--- src/hdl/tluh_pkg.sv ---
// ================================================
// tluh package
// bus widths, TileLink opcode and param codes, the
// vector types and the structs passed between the
// decode, sequencer and response blocks
// ================================================
`default_nettype none

package tluh_pkg;

  // bus geometry
  localparam int TL_DW   = 32;
  localparam int TL_DBW  = TL_DW / 8;
  localparam int TL_AW   = 32;
  localparam int TL_AIW  = 4;
  localparam int TL_SZW  = 2;
  // word address into the SRAM, 4 KiB deep
  localparam int SRAM_AW = 10;

  // a channel opcodes
  localparam logic [2:0] PutFullData    = 3'd0;
  localparam logic [2:0] PutPartialData = 3'd1;
  localparam logic [2:0] ArithmeticData = 3'd2;
  localparam logic [2:0] LogicalData    = 3'd3;
  localparam logic [2:0] Get            = 3'd4;

  // d channel opcodes
  localparam logic [2:0] AccessAck      = 3'd0;
  localparam logic [2:0] AccessAckData  = 3'd1;

  // param field of LogicalData
  localparam logic [2:0] LogicXor  = 3'd0;
  localparam logic [2:0] LogicOr   = 3'd1;
  localparam logic [2:0] LogicAnd  = 3'd2;
  localparam logic [2:0] LogicSwap = 3'd3;

  // param field of ArithmeticData
  localparam logic [2:0] ArithMin  = 3'd0;
  localparam logic [2:0] ArithMax  = 3'd1;
  localparam logic [2:0] ArithMinu = 3'd2;
  localparam logic [2:0] ArithMaxu = 3'd3;
  localparam logic [2:0] ArithAdd  = 3'd4;

  typedef logic [TL_DW-1:0]   tl_data_t;
  typedef logic [TL_DBW-1:0]  tl_mask_t;
  typedef logic [TL_AW-1:0]   tl_addr_t;
  typedef logic [TL_AIW-1:0]  tl_source_t;
  // log2 of the byte count
  typedef logic [TL_SZW-1:0]  tl_size_t;
  typedef logic [SRAM_AW-1:0] sram_addr_t;

  // what the sequencer does with a request
  typedef enum logic [2:0] {
    OpRead,
    OpWrite,
    OpLogic,
    OpArith,
    OpError
  } req_op_e;

  typedef struct packed {
    logic [2:0] opcode;
    logic [2:0] param;
    tl_size_t   size;
    tl_source_t source;
    tl_addr_t   address;
    tl_mask_t   mask;
    tl_data_t   data;
  } tl_a_t;

  typedef struct packed {
    logic [2:0] opcode;
    tl_size_t   size;
    tl_source_t source;
    logic       error;
    tl_data_t   data;
  } tl_d_t;

  // decoded request, func carries the atomic param
  typedef struct packed {
    req_op_e    op;
    logic [2:0] func;
    tl_size_t   size;
    tl_source_t source;
    sram_addr_t addr;
    tl_mask_t   mask;
    tl_data_t   data;
  } req_t;

  typedef struct packed {
    logic       has_data;
    tl_size_t   size;
    tl_source_t source;
    logic       error;
    tl_data_t   data;
  } rsp_t;

endpackage

`default_nettype wire
--- src/hdl/tluh_sram_adapter.sv ---
// ================================================
// tluh SRAM adapter
// TileLink-UH A/D channels to a single port SRAM,
// one request in flight at a time
// ================================================
`timescale 1ns/100ps
`default_nettype none

module tluh_sram_adapter (
  input  logic                 clk_i,
  input  logic                 rst_ni,
  input  logic                 a_valid_i,
  output logic                 a_ready_o,
  input  tluh_pkg::tl_a_t      a_i,
  output logic                 d_valid_o,
  input  logic                 d_ready_i,
  output tluh_pkg::tl_d_t      d_o,
  output logic                 req_o,
  input  logic                 gnt_i,
  output logic                 we_o,
  output tluh_pkg::sram_addr_t addr_o,
  output tluh_pkg::tl_data_t   wdata_o,
  output tluh_pkg::tl_data_t   wmask_o,
  input  tluh_pkg::tl_data_t   rdata_i,
  input  logic                 rvalid_i,
  input  logic [1:0]           rerror_i
);

  import tluh_pkg::*;

  req_t     req;
  logic     req_valid;
  logic     idle;
  req_op_e  alu_op;
  logic [2:0] alu_func;
  tl_data_t alu_old;
  tl_data_t alu_operand;
  tl_data_t alu_result;
  logic     rsp_valid;
  rsp_t     rsp;
  logic     rsp_done;

  // A handshake, accepted only while the sequencer is idle
  assign req_valid = a_valid_i && idle;
  assign a_ready_o = idle;

  tluh_req_decode u_decode (
    .a_i  (a_i),
    .req_o(req)
  );

  tluh_sram_seq u_seq (
    .clk_i, .rst_ni,
    .req_valid_i(req_valid), .req_i(req), .idle_o(idle),
    .req_o, .gnt_i, .we_o, .addr_o, .wdata_o, .wmask_o,
    .rdata_i, .rvalid_i, .rerror_i,
    .alu_op_o(alu_op), .alu_func_o(alu_func),
    .alu_old_o(alu_old), .alu_operand_o(alu_operand), .alu_result_i(alu_result),
    .rsp_valid_o(rsp_valid), .rsp_o(rsp), .rsp_done_i(rsp_done)
  );

  tluh_atomic_alu u_alu (
    .op_i(alu_op), .func_i(alu_func), .old_i(alu_old),
    .operand_i(alu_operand), .result_o(alu_result)
  );

  tluh_rsp_buffer u_rsp (
    .clk_i, .rst_ni,
    .rsp_valid_i(rsp_valid), .rsp_i(rsp),
    .d_valid_o, .d_ready_i, .d_o, .rsp_done_o(rsp_done)
  );

endmodule

`default_nettype wire

--- src/hdl/tluh_rsp_buffer.sv ---
// ================================================
// tluh response buffer
// holds one response and presents it on the D
// channel until the host takes it
// ================================================
`timescale 1ns/100ps
`default_nettype none

module tluh_rsp_buffer (
  input  logic            clk_i,
  input  logic            rst_ni,
  input  logic            rsp_valid_i,
  input  tluh_pkg::rsp_t  rsp_i,
  output logic            d_valid_o,
  input  logic            d_ready_i,
  output tluh_pkg::tl_d_t d_o,
  output logic            rsp_done_o
);

  import tluh_pkg::*;

  logic full_q;
  rsp_t rsp_q;

  always_ff @(posedge clk_i or negedge rst_ni) begin
    if (!rst_ni) begin
      full_q <= 1'b0;
    end else if (rsp_valid_i) begin
      full_q <= 1'b1;
    end else if (d_ready_i) begin
      // drop on the handshake, ready alone on an empty buffer is harmless
      full_q <= 1'b0;
    end
  end

  always_ff @(posedge clk_i) begin
    if (rsp_valid_i) begin
      rsp_q <= rsp_i;
    end
  end

  assign d_valid_o  = full_q;
  assign rsp_done_o = full_q && d_ready_i;

  // writes and errored requests answer without data
  assign d_o.opcode = rsp_q.has_data ? AccessAckData : AccessAck;
  assign d_o.size   = rsp_q.size;
  assign d_o.source = rsp_q.source;
  assign d_o.error  = rsp_q.error;
  assign d_o.data   = rsp_q.has_data ? rsp_q.data : '0;

  // sequencer waits for rsp_done before it takes the next request
  assert property (@(posedge clk_i) disable iff (!rst_ni) rsp_valid_i |-> !full_q);

endmodule

`default_nettype wire

--- src/hdl/tluh_sram_seq.sv ---
// ================================================
// tluh SRAM sequencer
// runs one request at a time against the SRAM:
// read, write or read-modify-write, then hands one
// response to the buffer and waits for it to drain
// ================================================
`timescale 1ns/100ps
`default_nettype none

module tluh_sram_seq (
  input  logic                 clk_i,
  input  logic                 rst_ni,
  input  logic                 req_valid_i,
  input  tluh_pkg::req_t       req_i,
  output logic                 idle_o,
  output logic                 req_o,
  input  logic                 gnt_i,
  output logic                 we_o,
  output tluh_pkg::sram_addr_t addr_o,
  output tluh_pkg::tl_data_t   wdata_o,
  output tluh_pkg::tl_data_t   wmask_o,
  input  tluh_pkg::tl_data_t   rdata_i,
  input  logic                 rvalid_i,
  input  logic [1:0]           rerror_i,
  output tluh_pkg::req_op_e    alu_op_o,
  output logic [2:0]           alu_func_o,
  output tluh_pkg::tl_data_t   alu_old_o,
  output tluh_pkg::tl_data_t   alu_operand_o,
  input  tluh_pkg::tl_data_t   alu_result_i,
  output logic                 rsp_valid_o,
  output tluh_pkg::rsp_t       rsp_o,
  input  logic                 rsp_done_i
);

  import tluh_pkg::*;

  typedef enum logic [2:0] {
    Idle,
    Read,
    ReadWait,
    Write,
    Respond,
    WaitDone
  } state_e;

  state_e   state_q;
  // low for the first cycle out of reset
  logic     init_q;
  req_t     req_q;
  // read word, also the old word of an atomic
  tl_data_t old_q;
  logic     err_q;

  always_ff @(posedge clk_i or negedge rst_ni) begin
    if (!rst_ni) begin
      state_q <= Idle;
      init_q  <= 1'b0;
    end else begin
      init_q <= 1'b1;
      case (state_q)
        Idle: begin
          if (req_valid_i) begin
            case (req_i.op)
              OpWrite: state_q <= Write;
              // error was strobed out already, just wait for the D handshake
              OpError: state_q <= WaitDone;
              default: state_q <= Read;
            endcase
          end
        end
        Read:     if (gnt_i) state_q <= ReadWait;
        // atomic goes on to the write unless the read was bad
        ReadWait: begin
          if (rvalid_i) begin
            state_q <= (rerror_i[1] || req_q.op == OpRead) ? Respond : Write;
          end
        end
        Write:    if (gnt_i) state_q <= Respond;
        Respond:  state_q <= WaitDone;
        WaitDone: if (rsp_done_i) state_q <= Idle;
        default:  state_q <= Idle;
      endcase
    end
  end

  always_ff @(posedge clk_i) begin
    if (state_q == Idle && req_valid_i) begin
      req_q <= req_i;
      err_q <= 1'b0;
    end
    // only the uncorrectable bit matters here
    if (state_q == ReadWait && rvalid_i) begin
      old_q <= rdata_i;
      err_q <= rerror_i[1];
    end
  end

  assign idle_o = (state_q == Idle) && init_q;

  // SRAM request straight from registers, stable until grant
  assign req_o   = (state_q == Read) || (state_q == Write);
  assign we_o    = (state_q == Write);
  assign addr_o  = req_q.addr;
  assign wdata_o = (req_q.op == OpWrite) ? req_q.data : alu_result_i;
  always_comb begin
    for (int i = 0; i < TL_DBW; i++) begin
      wmask_o[8*i +: 8] = {8{req_q.mask[i]}};
    end
  end

  assign alu_op_o      = req_q.op;
  assign alu_func_o    = req_q.func;
  assign alu_old_o     = old_q;
  assign alu_operand_o = req_q.data;

  // error requests answer in the accept cycle, all others from Respond
  always_comb begin
    rsp_valid_o     = (state_q == Respond);
    rsp_o.has_data  = (req_q.op != OpWrite);
    rsp_o.size      = req_q.size;
    rsp_o.source    = req_q.source;
    rsp_o.error     = err_q;
    rsp_o.data      = old_q;
    if (state_q == Idle && req_valid_i && req_i.op == OpError) begin
      rsp_valid_o    = 1'b1;
      rsp_o.has_data = 1'b0;
      rsp_o.size     = req_i.size;
      rsp_o.source   = req_i.source;
      rsp_o.error    = 1'b1;
      rsp_o.data     = '0;
    end
  end

  // SRAM side holds its request until granted
  assert property (@(posedge clk_i) disable iff (!rst_ni)
    req_o && !gnt_i |=> req_o && $stable({we_o, addr_o, wdata_o, wmask_o}));

  // top level only lets a request in while idle
  assert property (@(posedge clk_i) disable iff (!rst_ni) req_valid_i |-> idle_o);

endmodule

`default_nettype wire

--- src/hdl/tluh_atomic_alu.sv ---
// ================================================
// tluh atomic ALU
// logical and arithmetic results for atomic RMW,
// from the old memory word and the bus operand
// ================================================
`timescale 1ns/100ps
`default_nettype none

module tluh_atomic_alu (
  input  tluh_pkg::req_op_e op_i,
  input  logic [2:0]        func_i,
  input  tluh_pkg::tl_data_t old_i,
  input  tluh_pkg::tl_data_t operand_i,
  output tluh_pkg::tl_data_t result_o
);

  import tluh_pkg::*;

  logic lt_signed;
  logic lt_unsigned;

  // compares are on full words, byte lanes are masked at the SRAM
  assign lt_signed   = $signed(old_i) < $signed(operand_i);
  assign lt_unsigned = old_i < operand_i;

  always_comb begin
    // unknown codes leave memory as it was
    result_o = old_i;
    if (op_i == OpLogic) begin
      case (func_i)
        LogicXor:  result_o = old_i ^ operand_i;
        LogicOr:   result_o = old_i | operand_i;
        LogicAnd:  result_o = old_i & operand_i;
        LogicSwap: result_o = operand_i;
        default:   result_o = old_i;
      endcase
    end else if (op_i == OpArith) begin
      case (func_i)
        ArithMin:  result_o = lt_signed ? old_i : operand_i;
        ArithMax:  result_o = lt_signed ? operand_i : old_i;
        ArithMinu: result_o = lt_unsigned ? old_i : operand_i;
        ArithMaxu: result_o = lt_unsigned ? operand_i : old_i;
        // carry out is dropped
        ArithAdd:  result_o = old_i + operand_i;
        default:   result_o = old_i;
      endcase
    end
  end

  // decode only lets defined function codes through to an atomic
  always_comb begin
    if (op_i inside {OpLogic, OpArith}) begin
      assert final ((op_i == OpLogic) ? (func_i <= LogicSwap) : (func_i <= ArithAdd))
        else $error("atomic function code out of range");
    end
  end

endmodule

`default_nettype wire

--- src/hdl/tluh_req_decode.sv ---
// ================================================
// tluh request decode
// turns an A channel beat into a request for the
// SRAM sequencer, unsupported accesses become errors
// ================================================
`timescale 1ns/100ps
`default_nettype none

module tluh_req_decode (
  input  tluh_pkg::tl_a_t a_i,
  output tluh_pkg::req_t  req_o
);

  import tluh_pkg::*;

  req_op_e op;

  // opcode and param to operation
  always_comb begin
    case (a_i.opcode)
      Get: begin
        op = OpRead;
      end
      PutFullData, PutPartialData: begin
        op = OpWrite;
      end
      // params past the last defined code are rejected
      LogicalData: begin
        op = (a_i.param <= LogicSwap) ? OpLogic : OpError;
      end
      ArithmeticData: begin
        op = (a_i.param <= ArithAdd) ? OpArith : OpError;
      end
      default: begin
        op = OpError;
      end
    endcase
    // single beat only, no more than one bus word
    if (a_i.size > 2'd2) begin
      op = OpError;
    end
  end

  always_comb begin
    req_o.op     = op;
    req_o.func   = a_i.param;
    req_o.size   = a_i.size;
    req_o.source = a_i.source;
    // byte address to word address
    req_o.addr   = a_i.address[SRAM_AW+1:2];
    // full put writes the whole word whatever the mask says
    req_o.mask   = (a_i.opcode == PutFullData) ? '1 : a_i.mask;
    req_o.data   = a_i.data;
  end

endmodule

`default_nettype wire

--- config.mk ---
export PLATFORM = sky130hd
export DESIGN_NAME = tluh_sram_adapter
export DESIGN_NICKNAME = d
export VERILOG_FILES = /design/src/hdl/tluh_pkg.sv /design/src/hdl/tluh_sram_adapter.sv /design/src/hdl/tluh_rsp_buffer.sv /design/src/hdl/tluh_sram_seq.sv /design/src/hdl/tluh_atomic_alu.sv /design/src/hdl/tluh_req_decode.sv
export SDC_FILE = /design/constraint.sdc
export NUM_CORES = 1
export LEC_CHECK = 0
export ABC_AREA = 1
export ABC_CLOCK_PERIOD_IN_PS = 5700
export BUFFER_PORTS_ARGS = -buffer_cell sky130_fd_sc_hd__buf_4
export CORE_MARGIN = 2
export CORE_UTILIZATION = 51
export CTS_CLUSTER_SIZE = 30
export DETAILED_ROUTE_END_ITERATION = 7
export PLACE_DENSITY_LB_ADDON = 0.05
export SYNTH_ARGS = -nofsm -noshare
export SYNTH_HDL_FRONTEND = slang
export SYNTH_SLANG_ARGS = --single-unit
--- constraint.sdc ---
create_clock -name clk_i -period 5.7 [get_ports clk_i]
set_input_delay 0.285 -clock clk_i [delete_from_list [all_inputs] [get_ports clk_i]]
set_output_delay 0.285 -clock clk_i [all_outputs]
set_load 0.03 [all_outputs]
==> impl_metrics.tcl <==
set metrics [dict create \
    crit_slowest_cell "nand2_2" \
    fin_worst_skew_ns 0.0169 \
    synth_ff_type "edfxtp_1" \
    netlist_area_um2 12200 \
    grt_use_met2 0.516 \
    worst_pin_slew_ns 1.15 \
    yosysUniqueCellTypes 52 \
    postCtsSetupRepairBufs 0 \
    grt_antenna_before_repair 1 \
    worstSkewPairLatency_ns 0.44 \
    worstHoldStart "rdata_i[30]" \
    multiInputGateArea_um2 6690 \
    synth-seq-cells 136 \
    start_util 0.519 \
    yosysTopAreaCell "edfxtp_1" \
    path_class "reg -> out" \
    combPwrFrac 0.443 \
    post-dp-hpwl_mm 29.5 \
    yosys_warnings 0 \
    regArea_um2 4060 \
    syn_inst 1726 \
    drive_gt1_frac 0.158 \
    placedCellCount 2157 \
    p_int_mw 2.53 \
    synthTopCellsByArea "edfxtp_1, nand2_1, ha_1" \
    gp_congestion 1.00 \
    drc 0 \
    power_mw 4.55 \
    crit_path_start_kind "register" \
    ff2ff_path_depth 13 \
    yosysSeqAreaShare 0.333 \
    p_clk_frac 0.241 \
    cts.sinks 136 \
    drt-pass1-iter-count 6 \
    tritoncts "built" \
    design_area_um2 14200 \
    timing.rr.end "u_rsp.rsp_q[10]" \
    die_x_um 158 \
    gr-max-usage-layer "met2" \
    post-place-ws_ns 1.35 \
    fp-row-count 56 \
    synth_edf_count 131 \
    path_delay_family "simple AND/OR/NAND/NOR gates" \
    required_ns 5.41 \
    core_um2 23500 \
    dr_total_vias 12400 \
    hold_viol_final 0 \
    grt_util_all_layers 0.333 \
    synth_mux_area_frac 0 \
    dr.first_iter.drc_count 1242 \
    die-area_um2 25100 \
    async_flop_share 0.0368 \
    p_seq_frac 0.316 \
    drv_cap 0 \
    timing.fmax_mhz 200 \
    layout_setup_ws_ns 0.708 \
    nFillCells 2116 \
    syn2layout_area_growth_pct 16.7 \
    min_path_cells 1 \
    cts-buffers-inserted 17 \
    ctsRootBufferMaster "clkbuf_16" \
    clk_pin_slew_ns 0.08 \
    grt_pass1_wl_mm 63.0 \
    antenna-diode-count 0 \
    htree_levels 4 \
    first_global_vias 11500 \
    hold_path_end "u_seq.alu_old_o[30]" \
    totalWireLength_mm 42.0 \
    clockBufferDepth 2 \
    holdWs_ns 0.0117 \
    worstReg2RegStart "u_seq.state_q[1]" \
    outcome "complete, no violations" \
    p_switching_mw 2.02 \
    io_buffers 214 \
    fin_tns_setup_ns 0 \
    synth_area_per_cell_um2 7.05 \
    critPathMaxFanout 31 \
    grt_max_degree 65 \
    relSlewSlack 0.234 \
    cpPeakStageDelay_ns 0.56 \
    layout.nets 2075 \
    synth_compound_area_frac 0.163 \
    hold_path.class "in -> reg" \
    fin_util 0.605 \
    slew_viol_final 0 \
    synthAdderAreaFrac 0.100 \
    ant_nets 0 \
    chipHeight_um 158 \
    synth_xor_area_frac 0.000719 \
    synth_top_family_by_area "simple AND/OR/NAND/NOR gates" \
    overflow 0 \
    setup_viol 0 \
    r2r_setup_slack_ns 2.22 \
    placed_area_um2 13600 \
    arrival_ns 4.71 \
    wl_per_cell_um 19.2 \
    power_density_nw_per_um2 320 \
    synth-simple-area-share 0.281 \
    swShare 0.444 \
    ir_worst_vdd_uv 296 \
    met1_usage 0.462 \
    path_cells "inv_1, ha_1, nor2_1, nand3_1, nor3_2, and2b_1, nand2_2, nand2_2, nand2_1, nand2_4, nand2_1, nor2_1, nor2_1, nand3_1, nand2_1, a21oi_1, buf_4" \
    grt_util_met3 0.0768 \
    pin_count 240 \
    stdcell_count 2190 \
    yosys.area.top_type_share 0.323 \
    path_buf_inv 2 \
    finalCriticalPeriod_ns 4.99 \
    fin_crit_sh 0.876 \
    leakagePower_nw 6.62 \
    grt_setup_unrepaired "false" \
    via_per_inst 5.67 \
    endpoint_kind "output pin" \
]
==> worst reg2reg max path, stage by stage, from the launching register on <==
cell	delay, ns
dfrtp_1	0.40
nor2_1	0.14
inv_1	0.09
nor2_1	0.14
inv_1	0.07
nor2_1	0.14
nand2_1	0.12
inv_2	0.06
buf_4	0.65
nand2_1	0.36
inv_1	0.15
nor2_1	0.06
inv_1	0.23
buf_4	0.47
==> synthesized netlist by cell type (2+ instances only) <==
cell type	count
a21o_1	3
clkbuf_1	49
o21ai_0	102
a211oi_1	2
nand2_1	444
conb_1	2
nor3_1	17
ha_1	96
clkinv_1	6
nand3_4	2
o21ai_1	14
nand3b_1	11
o221ai_1	2
nor3b_1	2
inv_2	2
nand4_1	4
buf_6	5
or2_2	2
nor2_1	196
a22oi_1	6
buf_2	10
o21a_1	4
a221oi_1	24
a21oi_2	2
o22ai_1	18
nand2_2	6
buf_4	56
clkbuf_2	2
nand2_4	2
dfrtp_1	5
nand3_1	128
inv_1	181
a21oi_1	166
o21bai_1	2
edfxtp_1	131
o2111ai_1	6
==> power groups by stage <==
stage | sequential, mW | clock (mW) | combinational (mW)
after floorplan | 1.42 | 0 | 1.40
after global placement | 1.45 | 0 | 1.96
after detailed placement | 1.46 | 0 | 1.98
after CTS | 1.44 | 1.10 | 1.99
after global routing | 1.46 | 1.14 | 2.20
final | 1.44 | 1.10 | 2.02
==> cell usage in the layout, fill, tap and decap left out, types with 3 or more instances in the layout <==
cell,n
clkinv_4,5
a21o_1,3
nor2_1,195
inv_6,4
nand3b_1,11
nand2_2,6
ha_1,96
o2111ai_1,6
inv_2,3
buf_4,236
nand3_1,128
conb_1,3
edfxtp_1,131
nand4_1,4
o21ai_0,102
a21oi_1,166
o21ai_1,13
a221oi_1,24
nor3_1,12
o21a_1,4
clkinv_1,6
clkbuf_16,17
inv_1,180
inv_8,4
a22oi_1,6
dfrtp_1,5
nor3_2,5
nand2_1,444
o22ai_1,18
==> metal layers <==
| layer | wire length, um | up-vias |
|---|---|---|
| met5 | 9 | - |
| met4 | 1050 | 2 |
| met3 | 4570 | 90 |
| met2 | 18300 | 710 |
| met1 | 18000 | 5673 |
| li1 | - | 5953 |
==> how the worst max path moves through the flow <==
stage,from,to,depth (start not counted)
floorplan,u_seq.state_q[1],u_rsp.d_o[32],12
global placement,u_seq.alu_old_o[30],wdata_o[13],17
detailed placement,u_seq.alu_old_o[26],wdata_o[12],19
CTS,u_seq.alu_old_o[26],wdata_o[19],17
global route,u_seq.alu_old_o[26],wdata_o[19],17
finish,u_seq.alu_old_o[26],wdata_o[19],17
==> cell families (layout without fill, tap and decap cells) <==
| family | count (synthesis) | count (layout) |
|---|---|---|
| buffers and inverters | 315 | 459 |
| xor gates and xnor gates | 1 | 1 |
| AOI/OAI and AO/OA | 355 | 355 |
| other | 2 | 3 |
| and+or+nand+nor | 820 | 820 |
| adders and majority gates | 97 | 97 |
| DFF | 136 | 136 |
==> what timing repair did <==
item,4_1_cts,5_1_grt
hold buffers,1,0
resized for setup,0,0
endpoints found under the setup margin,0,0
endpoints found under the hold margin,5,0
==> final cells by class <==
class / count / area share
clock buffers: 18 / 0.0309
clock inverters: 14 / 0.00924
inverters: 190 / 0.0504
multi-input cells: 1276 / 0.470
flip-flops and latches: 136 / 0.286
well taps: 319 / 0.0281
repair buffers: 237 / 0.125
==> sequential cells by signal, indices dropped and copies added (netlist names), 4 cells and up <==
signal / flops
u_rsp.rsp_q: 33
u_seq.alu_old_o: 32
u_seq.alu_operand_o: 32
u_seq.addr_o: 10
u_rsp.d_o: 7
u_seq.req_q: 6
u_seq.wmask_o: 4
(Power assumes the default switching activity.)
